[src/rtl/mul_settings.svh]
`ifndef MUL_SETTINGS_SVH
`define MUL_SETTINGS_SVH

// Operand width in bits
// Must stay a power of two for the prefix adder
`define MUL_XLEN 32

// Full product width
`define MUL_PLEN (2 * `MUL_XLEN)

// Radix-4 digits per operand plus one for the zero-extended unsigned case
`define MUL_STEPS (`MUL_XLEN / 2 + 1)

`endif
[src/rtl/mul_pkg.sv]
`include "mul_settings.svh"

package mul_pkg;

  // Operation codes, same order as the RISC-V funct3 field
  typedef enum logic [1:0] {
    OP_MUL    = 2'b00,
    OP_MULH   = 2'b01,
    OP_MULHSU = 2'b10,
    OP_MULHU  = 2'b11
  } mul_op_e;

  // One request, 66 bits
  typedef struct packed {
    mul_op_e              op;
    logic [`MUL_XLEN-1:0] op1;   // multiplicand
    logic [`MUL_XLEN-1:0] op2;   // multiplier
  } mul_req_t;

  // One response
  typedef struct packed {
    logic [`MUL_XLEN-1:0] res;
  } mul_rsp_t;

  // Decoded action of a single Booth digit
  typedef struct packed {
    logic zero;   // add nothing
    logic two;    // use the doubled multiplicand
    logic neg;    // subtract instead of add
  } booth_sel_t;

  // Multiplicand is signed for MULH and MULHSU
  function automatic logic op1_is_signed(mul_op_e op);
    return (op == OP_MULH) || (op == OP_MULHSU);
  endfunction

  // Multiplier is signed for MULH only
  function automatic logic op2_is_signed(mul_op_e op);
    return (op == OP_MULH);
  endfunction

  // Every op except MUL returns the upper half
  function automatic logic op_is_high(mul_op_e op);
    return (op != OP_MUL);
  endfunction

endpackage

[src/rtl/mul_unit.sv]
`include "mul_settings.svh"

module mul_unit import mul_pkg::*; (
  input  logic     clk,
  input  logic     rst_n,
  input  logic     req_valid,
  input  mul_req_t req,
  output logic     req_ready,
  output logic     rsp_valid,
  output mul_rsp_t rsp,
  input  logic     rsp_ready
);

  logic                 load;
  logic                 step;
  booth_sel_t           sel;
  logic [`MUL_PLEN-1:0] pp;
  logic                 cin;
  logic [`MUL_PLEN-1:0] acc_shl;
  logic [`MUL_PLEN-1:0] sum;
  logic [`MUL_XLEN-1:0] res;

  // Handshake and step sequencing
  mul_ctrl u_ctrl (
    .clk       (clk),
    .rst_n     (rst_n),
    .req_valid (req_valid),
    .rsp_ready (rsp_ready),
    .req_ready (req_ready),
    .rsp_valid (rsp_valid),
    .load      (load),
    .step      (step)
  );

  // Multiplier digits
  booth_recoder u_recoder (
    .clk   (clk),
    .rst_n (rst_n),
    .load  (load),
    .step  (step),
    .op2   (req.op2),
    .op    (req.op),
    .sel   (sel)
  );

  // Multiplicand times digit
  pp_select u_pp (
    .clk   (clk),
    .rst_n (rst_n),
    .load  (load),
    .op1   (req.op1),
    .op    (req.op),
    .sel   (sel),
    .pp    (pp),
    .cin   (cin)
  );

  bk_adder #(
    .WIDTH (`MUL_PLEN)
  ) u_adder (
    .a   (acc_shl),
    .b   (pp),
    .cin (cin),
    .sum (sum)
  );

  mul_accum u_accum (
    .clk     (clk),
    .rst_n   (rst_n),
    .load    (load),
    .step    (step),
    .op      (req.op),
    .sum     (sum),
    .acc_shl (acc_shl),
    .res     (res)
  );

  assign rsp = '{res: res};

endmodule

[src/rtl/mul_accum.sv]
`include "mul_settings.svh"

module mul_accum import mul_pkg::*; (
  input  logic                 clk,
  input  logic                 rst_n,
  input  logic                 load,
  input  logic                 step,
  input  mul_op_e              op,
  input  logic [`MUL_PLEN-1:0] sum,
  output logic [`MUL_PLEN-1:0] acc_shl,
  output logic [`MUL_XLEN-1:0] res
);

  logic [`MUL_PLEN-1:0] acc;
  logic                 hi_sel;

  //////////////////////////////////////////////////////////////////////
  // Accumulator
  //////////////////////////////////////////////////////////////////////

  // Cleared at accept, updated once per digit, held in SEND
  always_ff @(posedge clk or negedge rst_n) begin
    if (!rst_n) begin
      acc    <= '0;
      hi_sel <= 1'b0;
    end else if (load) begin
      acc    <= '0;
      hi_sel <= op_is_high(op);
    end else if (step) begin
      acc    <= sum;
    end
  end

  // Earlier digits weigh four times more than the next one
  assign acc_shl = {acc[`MUL_PLEN-3:0], 2'b00};

  // Half select for the response
  assign res = hi_sel ? acc[`MUL_PLEN-1:`MUL_XLEN] : acc[`MUL_XLEN-1:0];

endmodule

[src/rtl/bk_adder.sv]
`include "mul_settings.svh"

module bk_adder #(
  parameter int WIDTH = `MUL_PLEN
) (
  input  logic [WIDTH-1:0] a,
  input  logic [WIDTH-1:0] b,
  input  logic             cin,
  output logic [WIDTH-1:0] sum
);

  localparam int LVL = $clog2(WIDTH);

  // Group generate/propagate per up-sweep level
  logic [LVL:0][WIDTH-1:0]   gu;
  logic [LVL:0][WIDTH-1:0]   pu;
  // Group generate per down-sweep level
  logic [LVL-1:0][WIDTH-1:0] gd;
  logic [WIDTH-1:0]          carry;

  //////////////////////////////////////////////////////////////////////
  // Bit level generate/propagate
  //////////////////////////////////////////////////////////////////////

  // Carry in folded into bit 0 so prefixes carry it along
  assign gu[0] = (a & b) | {{(WIDTH-1){1'b0}}, (a[0] ^ b[0]) & cin};
  assign pu[0] = a ^ b;

  //////////////////////////////////////////////////////////////////////
  // Up-sweep, spans double each level
  //////////////////////////////////////////////////////////////////////

  for (genvar l = 1; l <= LVL; l++) begin : g_up
    localparam int D = 1 << (l - 1);
    for (genvar i = 0; i < WIDTH; i++) begin : g_bit
      if (((i + 1) % (2 * D)) == 0) begin : g_cell
        assign gu[l][i] = gu[l-1][i] | (pu[l-1][i] & gu[l-1][i-D]);
        assign pu[l][i] = pu[l-1][i] & pu[l-1][i-D];
      end else begin : g_pass
        assign gu[l][i] = gu[l-1][i];
        assign pu[l][i] = pu[l-1][i];
      end
    end
  end

  //////////////////////////////////////////////////////////////////////
  // Down-sweep fills in the remaining prefixes
  //////////////////////////////////////////////////////////////////////

  assign gd[0] = gu[LVL];

  for (genvar d = 1; d < LVL; d++) begin : g_dn
    localparam int D = 1 << (LVL - 1 - d);
    for (genvar i = 0; i < WIDTH; i++) begin : g_bit
      // Node sits half a span above a finished prefix
      if ((((i + 1) % (2 * D)) == D) && (i >= 2 * D)) begin : g_cell
        assign gd[d][i] = gd[d-1][i] | (pu[LVL][i] & gd[d-1][i-D]);
      end else begin : g_pass
        assign gd[d][i] = gd[d-1][i];
      end
    end
  end

  // Carry into bit i is the prefix generate of bits below it
  assign carry = {gd[LVL-1][WIDTH-2:0], cin};
  assign sum   = pu[0] ^ carry;

endmodule

[src/rtl/pp_select.sv]
`include "mul_settings.svh"

module pp_select import mul_pkg::*; (
  input  logic                 clk,
  input  logic                 rst_n,
  input  logic                 load,
  input  logic [`MUL_XLEN-1:0] op1,
  input  mul_op_e              op,
  input  booth_sel_t           sel,
  output logic [`MUL_PLEN-1:0] pp,
  output logic                 cin
);

  logic [`MUL_PLEN-1:0] mcand;
  logic [`MUL_PLEN-1:0] mag;
  logic                 ext;

  //////////////////////////////////////////////////////////////////////
  // Multiplicand register
  //////////////////////////////////////////////////////////////////////

  // Sign bit only for ops with a signed multiplicand
  assign ext = op1_is_signed(op) & op1[`MUL_XLEN-1];

  // Held for the whole calculation
  always_ff @(posedge clk or negedge rst_n) begin
    if (!rst_n) mcand <= '0;
    else if (load) mcand <= {{`MUL_XLEN{ext}}, op1};
  end

  //////////////////////////////////////////////////////////////////////
  // Partial product
  //////////////////////////////////////////////////////////////////////

  // Magnitude is 0, 1x or 2x
  always_comb begin
    if (sel.zero) mag = '0;
    else if (sel.two) mag = {mcand[`MUL_PLEN-2:0], 1'b0};
    else mag = mcand;
  end

  // Negative digit as invert plus one, the one enters as adder carry
  // All-ones plus one also wraps to zero if zero and neg ever meet
  assign pp  = sel.neg ? ~mag : mag;
  assign cin = sel.neg;

endmodule

[src/rtl/booth_recoder.sv]
`include "mul_settings.svh"

module booth_recoder import mul_pkg::*; (
  input  logic                 clk,
  input  logic                 rst_n,
  input  logic                 load,
  input  logic                 step,
  input  logic [`MUL_XLEN-1:0] op2,
  input  mul_op_e              op,
  output booth_sel_t           sel
);

  // Two sign bits, the operand, and the implicit zero below bit 0
  localparam int RW = `MUL_XLEN + 3;

  logic [RW-1:0] mplr;
  logic          ext;
  logic [2:0]    digit;

  // Zero extension for unsigned multipliers
  assign ext = op2_is_signed(op) & op2[`MUL_XLEN-1];

  // Most significant digit first, shift two bits per step
  always_ff @(posedge clk or negedge rst_n) begin
    if (!rst_n) mplr <= '0;
    else if (load) mplr <= {ext, ext, op2, 1'b0};
    else if (step) mplr <= {mplr[RW-3:0], 2'b00};
  end

  assign digit = mplr[RW-1:RW-3];

  // Radix-4 Booth table
  always_comb begin
    sel = '{zero: 1'b0, two: 1'b0, neg: 1'b0};
    case (digit)
      3'b000, 3'b111: sel.zero = 1'b1;
      3'b001, 3'b010: ;                                   // +1x
      3'b011: sel.two = 1'b1;                             // +2x
      3'b100: sel = '{zero: 1'b0, two: 1'b1, neg: 1'b1};  // -2x
      3'b101, 3'b110: sel.neg = 1'b1;                     // -1x
      default: sel.zero = 1'b1;
    endcase
  end

endmodule

[src/rtl/mul_ctrl.sv]
`include "mul_settings.svh"

module mul_ctrl (
  input  logic clk,
  input  logic rst_n,
  input  logic req_valid,
  input  logic rsp_ready,
  output logic req_ready,
  output logic rsp_valid,
  output logic load,
  output logic step
);

  localparam int CNT_W = $clog2(`MUL_STEPS);

  typedef enum logic [1:0] {
    S_IDLE,
    S_CALC,
    S_SEND
  } state_e;

  state_e state;
  state_e state_nxt;
  logic [CNT_W-1:0] cnt;
  logic last_step;

  //////////////////////////////////////////////////////////////////////
  // Handshake and datapath strobes
  //////////////////////////////////////////////////////////////////////

  // Only one item in flight, so ready just means idle
  assign req_ready = (state == S_IDLE);
  assign rsp_valid = (state == S_SEND);
  // Operands are captured on the accept edge
  assign load      = req_valid && req_ready;
  // One Booth digit retired per CALC cycle
  assign step      = (state == S_CALC);
  assign last_step = (cnt == CNT_W'(`MUL_STEPS - 1));

  //////////////////////////////////////////////////////////////////////
  // State machine
  //////////////////////////////////////////////////////////////////////

  always_comb begin
    state_nxt = state;
    case (state)
      S_IDLE: if (load) state_nxt = S_CALC;
      S_CALC: if (last_step) state_nxt = S_SEND;
      // Wait here under back-pressure
      S_SEND: if (rsp_ready) state_nxt = S_IDLE;
      default: state_nxt = S_IDLE;
    endcase
  end

  always_ff @(posedge clk or negedge rst_n) begin
    if (!rst_n) begin
      state <= S_IDLE;
      cnt   <= '0;
    end else begin
      state <= state_nxt;
      // Counter wraps on the last digit, ready for the next request
      if (step) cnt <= last_step ? '0 : cnt + 1'b1;
    end
  end

endmodule

[config.mk]
export PLATFORM = sky130hd
export DESIGN_NAME = mul_unit
export DESIGN_NICKNAME = d
export VERILOG_FILES = /design/src/rtl/mul_pkg.sv /design/src/rtl/mul_unit.sv /design/src/rtl/mul_accum.sv /design/src/rtl/bk_adder.sv /design/src/rtl/pp_select.sv /design/src/rtl/booth_recoder.sv /design/src/rtl/mul_ctrl.sv
export VERILOG_INCLUDE_DIRS = /design/src /design/src/rtl
export SDC_FILE = /design/constraint.sdc
export NUM_CORES = 1
export LEC_CHECK = 0
export BUFFER_PORTS_ARGS = -buffer_cell sky130_fd_sc_hd__buf_2
export CAP_MARGIN = 20
export CORE_AREA = 4 4 108 187
export DETAILED_ROUTE_END_ITERATION = 6
export DIE_AREA = 0 0 112 191
export HOLD_SLACK_MARGIN = 0.15
export PLACE_DENSITY = 0.77
export SYNTH_ARGS = -nofsm -noshare
export SYNTH_HDL_FRONTEND = slang
export SYNTH_SLANG_ARGS = --single-unit
[constraint.sdc]
create_clock -name clk -period 5.1 [get_ports clk]
set_clock_uncertainty 0.2 [all_clocks]
set_input_delay 0.51 -clock clk [delete_from_list [all_inputs] [get_ports clk]]
set_output_delay 0.51 -clock clk [all_outputs]
set_load 0.02 [all_outputs]
Yosys cells after proc, flatten, opt, wreduce, memory -nomap -nowiden --
Index checks and enable logic that the tools add are counted.
Operators by class: add/subtract/negate cells 1, multipliers 0, divide/modulo/power cells 0, order comparisons 0, equality and inequality tests 13, shift-type cells 0, muxes and demuxes 16, bitwise logic cells 288, reductions and logical operators 10
Operators by type and width (number):
- 64-bit 2-to-1 mux | 4
- 1-bit AND | 169
- 64-bit bitwise XOR | 2
- 1-bit bitwise OR | 114
- 35-bit 2-to-1 mux | 2
- 64-bit inverter | 1
- 63-bit AND | 1
- 63-bit by 1-bit bitwise OR with 63-bit output | 1
- 33-bit 2-to-1 mux | 1
- 32-bit 2-to-1 mux | 1
- 3-bit == test, second input constant | 4
- 2-bit 2-to-1 mux | 3
- 2-bit case mux with 3 select lines | 1
- 5-bit by 1-bit adder with 5-bit output, second input constant | 1
- 5-bit == test, second input constant | 1
- 5-bit 2-to-1 mux | 1
- 2-bit by 1-bit == test with 1-bit output, second input constant | 2
- 2-bit == test, second input constant | 2
- 2-bit by 1-bit != test with 1-bit output, second input constant | 2
- 2-bit nonzero test | 2
- 2-bit OR reduction | 2
- 3-bit by 2-bit == test with 1-bit output, second input constant | 1
- 3-bit zero test | 1
- 1-bit 2-to-1 mux | 3
- other kinds (6) | 6
Storage, ports and cells: register bits 140, latch bits 0, bits in writable memories 0, memory bits (read-only) 0, bits of input ports 70, output and inout bits 34, word-level logic and storage cells 334, memories 0

Longest topological paths before layout --
depth after elaboration 32, gate-level depth with buffers 18, gate-level depth less buffers 17

Hierarchy --
A second synthesis with hierarchy kept.
Unflattened totals: cells, all modules 1019, area total of the unflattened synthesis 10593.9 µm²
By module, submodules not included:
- mul_accum | instances 1, cells an instance 311, area an instance 3550.9 µm², seq. area each 1626.6 µm²
- bk_adder | instances 1, cells an instance 297, area an instance 2658.8 µm², seq. area each 0.0 µm²
- pp_select | instances 1, cells an instance 218, area an instance 2331.0 µm², seq. area each 825.8 µm²
- booth_recoder | instances 1, cells an instance 156, area an instance 1637.8 µm², seq. area each 850.8 µm²
- mul_ctrl | instances 1, cells an instance 37, area an instance 415.4 µm², seq. area each 175.2 µm²

Least setup slack after synthesis --
Ideal clock, no wire load.
path kind register to register, start point reg u_recoder.mplr[34], end point reg u_accum.acc[63], library setup time 133 ps, arrival 4789 ps, data required time 4767 ps, setup slack -22 ps, cell stages (with the launch flop) 18, path buffers 1, clock period less this slack 5122 ps, cells stage by stage dfrtp_1 clkbuf_1 nor3b_1 a21oi_1 inv_1 ha_1 a21oi_1 nor2_1 a211oi_1 o221a_2 o21ai_0 nor3_1 a21oi_1 a211o_1 fa_1 xnor2_1 xnor2_1 o21ai_0
On the way: word-level cells in the longest chain between the ends 32, elaborated cells between the ends (all ways) 199, those cells by class 5 x eq/ne; 8 x mux; 182 x bitwise; 4 x reduce/logical
Ends and longest elaborated chain:
- start: declaration | RTL line booth_recoder.sv:16 | logic [RW-1:0] mplr;
- start signal: assignment | RTL line booth_recoder.sv:26 | else if (load) mplr <= {ext, ext, op2, 1'b0};
- start signal: assignment | RTL line booth_recoder.sv:27 | else if (step) mplr <= {mplr[RW-3:0], 2'b00};
- 3-bit by 2-bit == test with 1-bit output / 3-bit == test (equally long branches) | RTL line booth_recoder.sv:35 | case (digit)
- 2-bit OR reduction (no source line)
- 1-bit 2-to-1 mux | RTL line booth_recoder.sv:35
- 33-bit 2-to-1 mux | RTL line pp_select.sv:38 | else if (sel.two) mag = {mcand[`MUL_PLEN-2:0], 1'b0};
- 64-bit 2-to-1 mux | RTL line pp_select.sv:37 | if (sel.zero) mag = '0;
- 64-bit inverter | RTL line pp_select.sv:44 | assign pp = sel.neg ? ~mag : mag;
- 64-bit 2-to-1 mux | RTL line pp_select.sv:44
- 63-bit AND / 1-bit AND (equally long branches) | RTL line bk_adder.sv:26 | assign gu[0] = (a & b) | {{(WIDTH-1){1'b0}}, (a[0] ^ b[0]) & cin};
- [... 16 more ...]
- 1-bit bitwise OR | RTL line bk_adder.sv:57 | assign gd[d][i] = gd[d-1][i] | (pu[LVL][i] & gd[d-1][i-D]);
- 1-bit AND | RTL line bk_adder.sv:57
- 1-bit bitwise OR | RTL line bk_adder.sv:57
- 1-bit AND | RTL line bk_adder.sv:57
- 1-bit bitwise OR | RTL line bk_adder.sv:57
- 64-bit bitwise XOR * | RTL line bk_adder.sv:66 | assign sum = pu[0] ^ carry;
- 64-bit 2-to-1 mux * | RTL line mul_accum.sv:29 | end else if (step) begin
- 64-bit 2-to-1 mux * | RTL line mul_accum.sv:26 | end else if (load) begin
- end signal: assignment | RTL line mul_accum.sv:30 | acc <= sum;
- end: declaration | RTL line mul_accum.sv:14 | logic [`MUL_PLEN-1:0] acc;
Every way passes the cells marked *; elsewhere a longest branch is shown, timed or not. The select of a mux whose other input is x is not followed. A chain may end at the register's enable or synchronous reset.

Final worst setup path --
start point reg u_recoder.mplr[33], end point reg u_accum.acc[63]
Same word-level chain as after synthesis.

==> results.txt <==
- The number of antenna violations at the first check in global routing came to 0.
- Data arrives at the worst endpoint at 4.85 ns.
* Outcome: complete, no violations
* Most frequent cell after synthesis: sky130_fd_sc_hd__nand2_1
- Cell taking the most area after synthesis: sky130_fd_sc_hd__dfrtp_1
* Number of vias in the routed layout: 7,912
- After synthesis, the mean cell area works out to 9.14 um2.
- Number of port buffers: 103
- DR DRC count: 0
* Initial Util: 49.4%
* Largest net degree at the start of global routing: 107
* Weighted congestion at the end of routability-driven global placement: 0.878
- Sorting the synthesized cells by how often they occur yields 240 x sky130_fd_sc_hd__nand2_1, 139 x sky130_fd_sc_hd__dfrtp_1, 112 x sky130_fd_sc_hd__o21ai_0.
- When the netlist entered floorplanning its net count stood at 1,171.
* Top post-synthesis cells by area: sky130_fd_sc_hd__dfrtp_1 38%, sky130_fd_sc_hd__nand2_1 9.8%, sky130_fd_sc_hd__ha_1 9.0%
* Launching element type of the critical path: flip-flop
- Count of antenna-violating nets left after detailed routing: 0
- From synthesis to final layout, the design area changed by 22.4%.
* Cell chosen for the clock root: sky130_fd_sc_hd__clkbuf_16
* Routed WL per cell: 16.5 um
- Area of the mapped netlist: 9180 um2
- Floorplan die area: 21,400 um2
- Max-cap check violation count: 0
* Max-slew headroom: 31.7%
- Filler cell count: 1,603
* Number of setup buffers added after CTS: 0
* Worst-Margin Slew: 1.02 ns
- TritonCTS built the clock tree.
- The number of different library cells used by synthesis comes to 43.
- The worst setup path is captured at a flip-flop.
- After global routing the overflow that remains totals 0.
* TNS Setup: 0 ns
* Synth Warn #: 0
- The detailed router finished its first iteration with 422 violations.
- For this run, the post-layout net count is 1,319.
* Unrepaired setup endpoints after global routing: false
- Final setup viols: 0
- Share of Yosys cell area claimed by the top area cell type: 37.9%
- The final max-slew violation count is 0.
* Async set-reset flop share out of synthesis: 100%
* Total Routing Usage GR: 22.4%
- # IOs: 104
- Class of the most critical hold timing path: flip-flop to flip-flop
- Count of endpoints failing hold in the final timing report: 0
* Largest fanout of any net on the critical path: 17
- Leading register cell type out of synthesis: sky130_fd_sc_hd__dfrtp_1
- The floorplan has 66 rows.
* Minimum period implied by the final worst setup slack: 4.77 ns
* Flip-flop and latch count after synthesis: 139
* Share of cells above drive strength 1: 16.8%
- CTS Sinks: 139
- Yosys mapped a number of flops with a built-in enable equal to 0.
- For the worst setup path, the data required time is 5.18 ns.
* Number of search-and-repair iterations in the first detailed-routing pass: 5
- Global-route wire length before repair: 38.8 mm
- Portion of the post-synthesis area used by sequential elements: 37.9%
- Highest clock frequency the design can meet: 209 MHz
- Source-to-sink clock delay at the later pin of the worst-skew pair: 0.44 ns
- Vias in the first global route: 8,091
- The cell count after synthesis came out at 1,004.
- Clk pin slew, worst setup/hold paths: 0.07 ns
- The HPWL after detailed placement is 15.6 mm.
* DIE WIDTH: 112 um
- In this run, CTS created clock tree buffers numbering 17.
- The final layout contains routed wiring with a total length of 23.1 mm.
- Max clock buf depth: 2
- The critical path in this run is classified as flip-flop to flip-flop.
- Portion of the clock cycle consumed by the worst path in the final layout: 93.6%
* Die extent in y: 191 um
- The floorplan step defined a core boundary enclosing 18,600 um2.
* Number of H-tree levels: 4
- After detailed routing, the number of vias per cell comes to 5.64.
## per-layer routing
| layer | routed length [um] | vias up | GRT usage, % |
|---|---|---|---|
| met5 | 0 | - | 0 |
| met1 | 9140 | 3848 | 25.9 |
| met4 | 889 | 0 | 11.1 |
| met3 | 920 | 60 | 4.02 |
| li1 | - | 3805 | - |
| met2 | 12200 | 199 | 39.8 |
## state kept, by name, summed over array words and instances (netlist names)
name            count
u_accum.acc        64
u_accum.hi_sel      1
u_ctrl.cnt          5
u_ctrl.state        2
u_pp.mcand         33
u_recoder.mplr     34
## final cells by class
class	count	area, um2	share of cell area, %
Inverter	22	86.3	0.769
Clock buffer	17	425	3.79
Timing Repair Buffer	187	1330	11.8
Sequential cell	139	3480	31.0
Tap cell	238	298	2.65
Clock inverter	15	179	1.59
Multi-Input combinational cell	785	5430	48.4
Antenna cell	1	2.50	0.0223
## timing repair
action                     4_1_cts  5_1_grt
setup endpoints to repair        0        9
hold buffers                    67        0
hold endpoints to repair       114        0
resized for setup                0        1
## critical path, stage by stage, from the launching register on
cell and delay [ns]:
sky130_fd_sc_hd__dfrtp_1 0.44, sky130_fd_sc_hd__nor2_1 0.18, sky130_fd_sc_hd__nor3b_1 0.10, sky130_fd_sc_hd__a21oi_2 0.21, sky130_fd_sc_hd__clkinvlp_4 0.39, sky130_fd_sc_hd__buf_4 0.32, sky130_fd_sc_hd__ha_1 0.33, sky130_fd_sc_hd__nand2_1 0.16
sky130_fd_sc_hd__nor2_1 0.06, sky130_fd_sc_hd__a211oi_1 0.43, sky130_fd_sc_hd__o221a_2 0.28, sky130_fd_sc_hd__o21ai_0 0.07, sky130_fd_sc_hd__nor3_1 0.15, sky130_fd_sc_hd__a21oi_1 0.15, sky130_fd_sc_hd__a211o_1 0.30, sky130_fd_sc_hd__fa_1 0.41
sky130_fd_sc_hd__xnor2_1 0.21, sky130_fd_sc_hd__xnor2_1 0.13, sky130_fd_sc_hd__o21ai_0 0.08
## path summary, 6_finish.rpt
check | start | to | slack (ns) | cells after the start
max in group asynchronous | rst_n | u_accum.acc[53]$_DFFE_PN0P_ | 3.30 | 3
setup / recovery | u_recoder.mplr[33]$_DFFE_PN0P_ | u_accum.acc[63]$_DFFE_PN0P_ | 0.33 | 18
min in group asynchronous | rst_n | u_recoder.mplr[21]$_DFFE_PN0P_ | 0.37 | 2
hold / removal | u_recoder.mplr[30]$_DFFE_PN0P_ | u_recoder.mplr[30]$_DFFE_PN0P_ | 0.27 | 2
hold reg to reg | u_recoder.mplr[30]$_DFFE_PN0P_ | u_recoder.mplr[30]$_DFFE_PN0P_ | 0.27 | 2
setup reg to reg | u_recoder.mplr[33]$_DFFE_PN0P_ | u_accum.acc[63]$_DFFE_PN0P_ | 0.33 | 18
## metrics by stage
step	instance area, um2	util (%)	setup WS [ns]	std cells	hold slack [ns]
floorplan	9180	-	0.181	1004	0.0144
global placement	9930	53.5	0.307	1303	0.258
detailed placement	9930	53.5	0.241	1303	0.263
CTS	11200	60.3	0.171	1402	0.270
global route	11200	60.4	0.0440	1403	0.285
finish	11200	60.4	0.327	1404	0.275
## layout by cell type (no fill, tap or decap), types with 3 or more instances in the layout
| cell type | count |
|---|---|
| sky130_fd_sc_hd__ha_1 | 66 |
| sky130_fd_sc_hd__dlygate4sd3_1 | 67 |
| sky130_fd_sc_hd__nand3_1 | 46 |
| sky130_fd_sc_hd__nand2b_1 | 3 |
| sky130_fd_sc_hd__inv_1 | 21 |
| sky130_fd_sc_hd__clkbuf_16 | 17 |
| sky130_fd_sc_hd__clkinv_4 | 3 |
| sky130_fd_sc_hd__o21ai_0 | 112 |
| sky130_fd_sc_hd__xor2_1 | 40 |
| sky130_fd_sc_hd__inv_8 | 4 |
| sky130_fd_sc_hd__fa_1 | 31 |
| sky130_fd_sc_hd__buf_2 | 102 |
| sky130_fd_sc_hd__xnor2_1 | 26 |
| sky130_fd_sc_hd__dfrtp_1 | 138 |
| sky130_fd_sc_hd__inv_6 | 4 |
| sky130_fd_sc_hd__a22oi_1 | 60 |
| sky130_fd_sc_hd__nand4_1 | 8 |
| sky130_fd_sc_hd__a21oi_1 | 25 |
| sky130_fd_sc_hd__o21bai_1 | 3 |
| sky130_fd_sc_hd__o31ai_1 | 3 |
| sky130_fd_sc_hd__a31oi_1 | 6 |
| sky130_fd_sc_hd__a211oi_1 | 3 |
| sky130_fd_sc_hd__nand2_1 | 239 |
| sky130_fd_sc_hd__nor2_1 | 10 |
| sky130_fd_sc_hd__and4_1 | 4 |
| sky130_fd_sc_hd__mux2_2 | 31 |
| sky130_fd_sc_hd__buf_4 | 16 |
| sky130_fd_sc_hd__and3_1 | 3 |
| sky130_fd_sc_hd__nor2b_1 | 3 |
| sky130_fd_sc_hd__a21o_1 | 28 |
| sky130_fd_sc_hd__or3_1 | 5 |
## cells by family after synthesis
family	synth area share, %
AO/OA/AOI/OAI	17.6
XOR/XNOR	6.40
adder cells (fa/ha/maj)	15.8
buffers and inverters	3.27
flip-flops	37.9
multiplexers	3.80
AND/OR/NAND/NOR	15.2
Power is left out: the tool's default activity adds up to more than one toggle a clock period on the data nets, which glitch-free logic cannot reach.
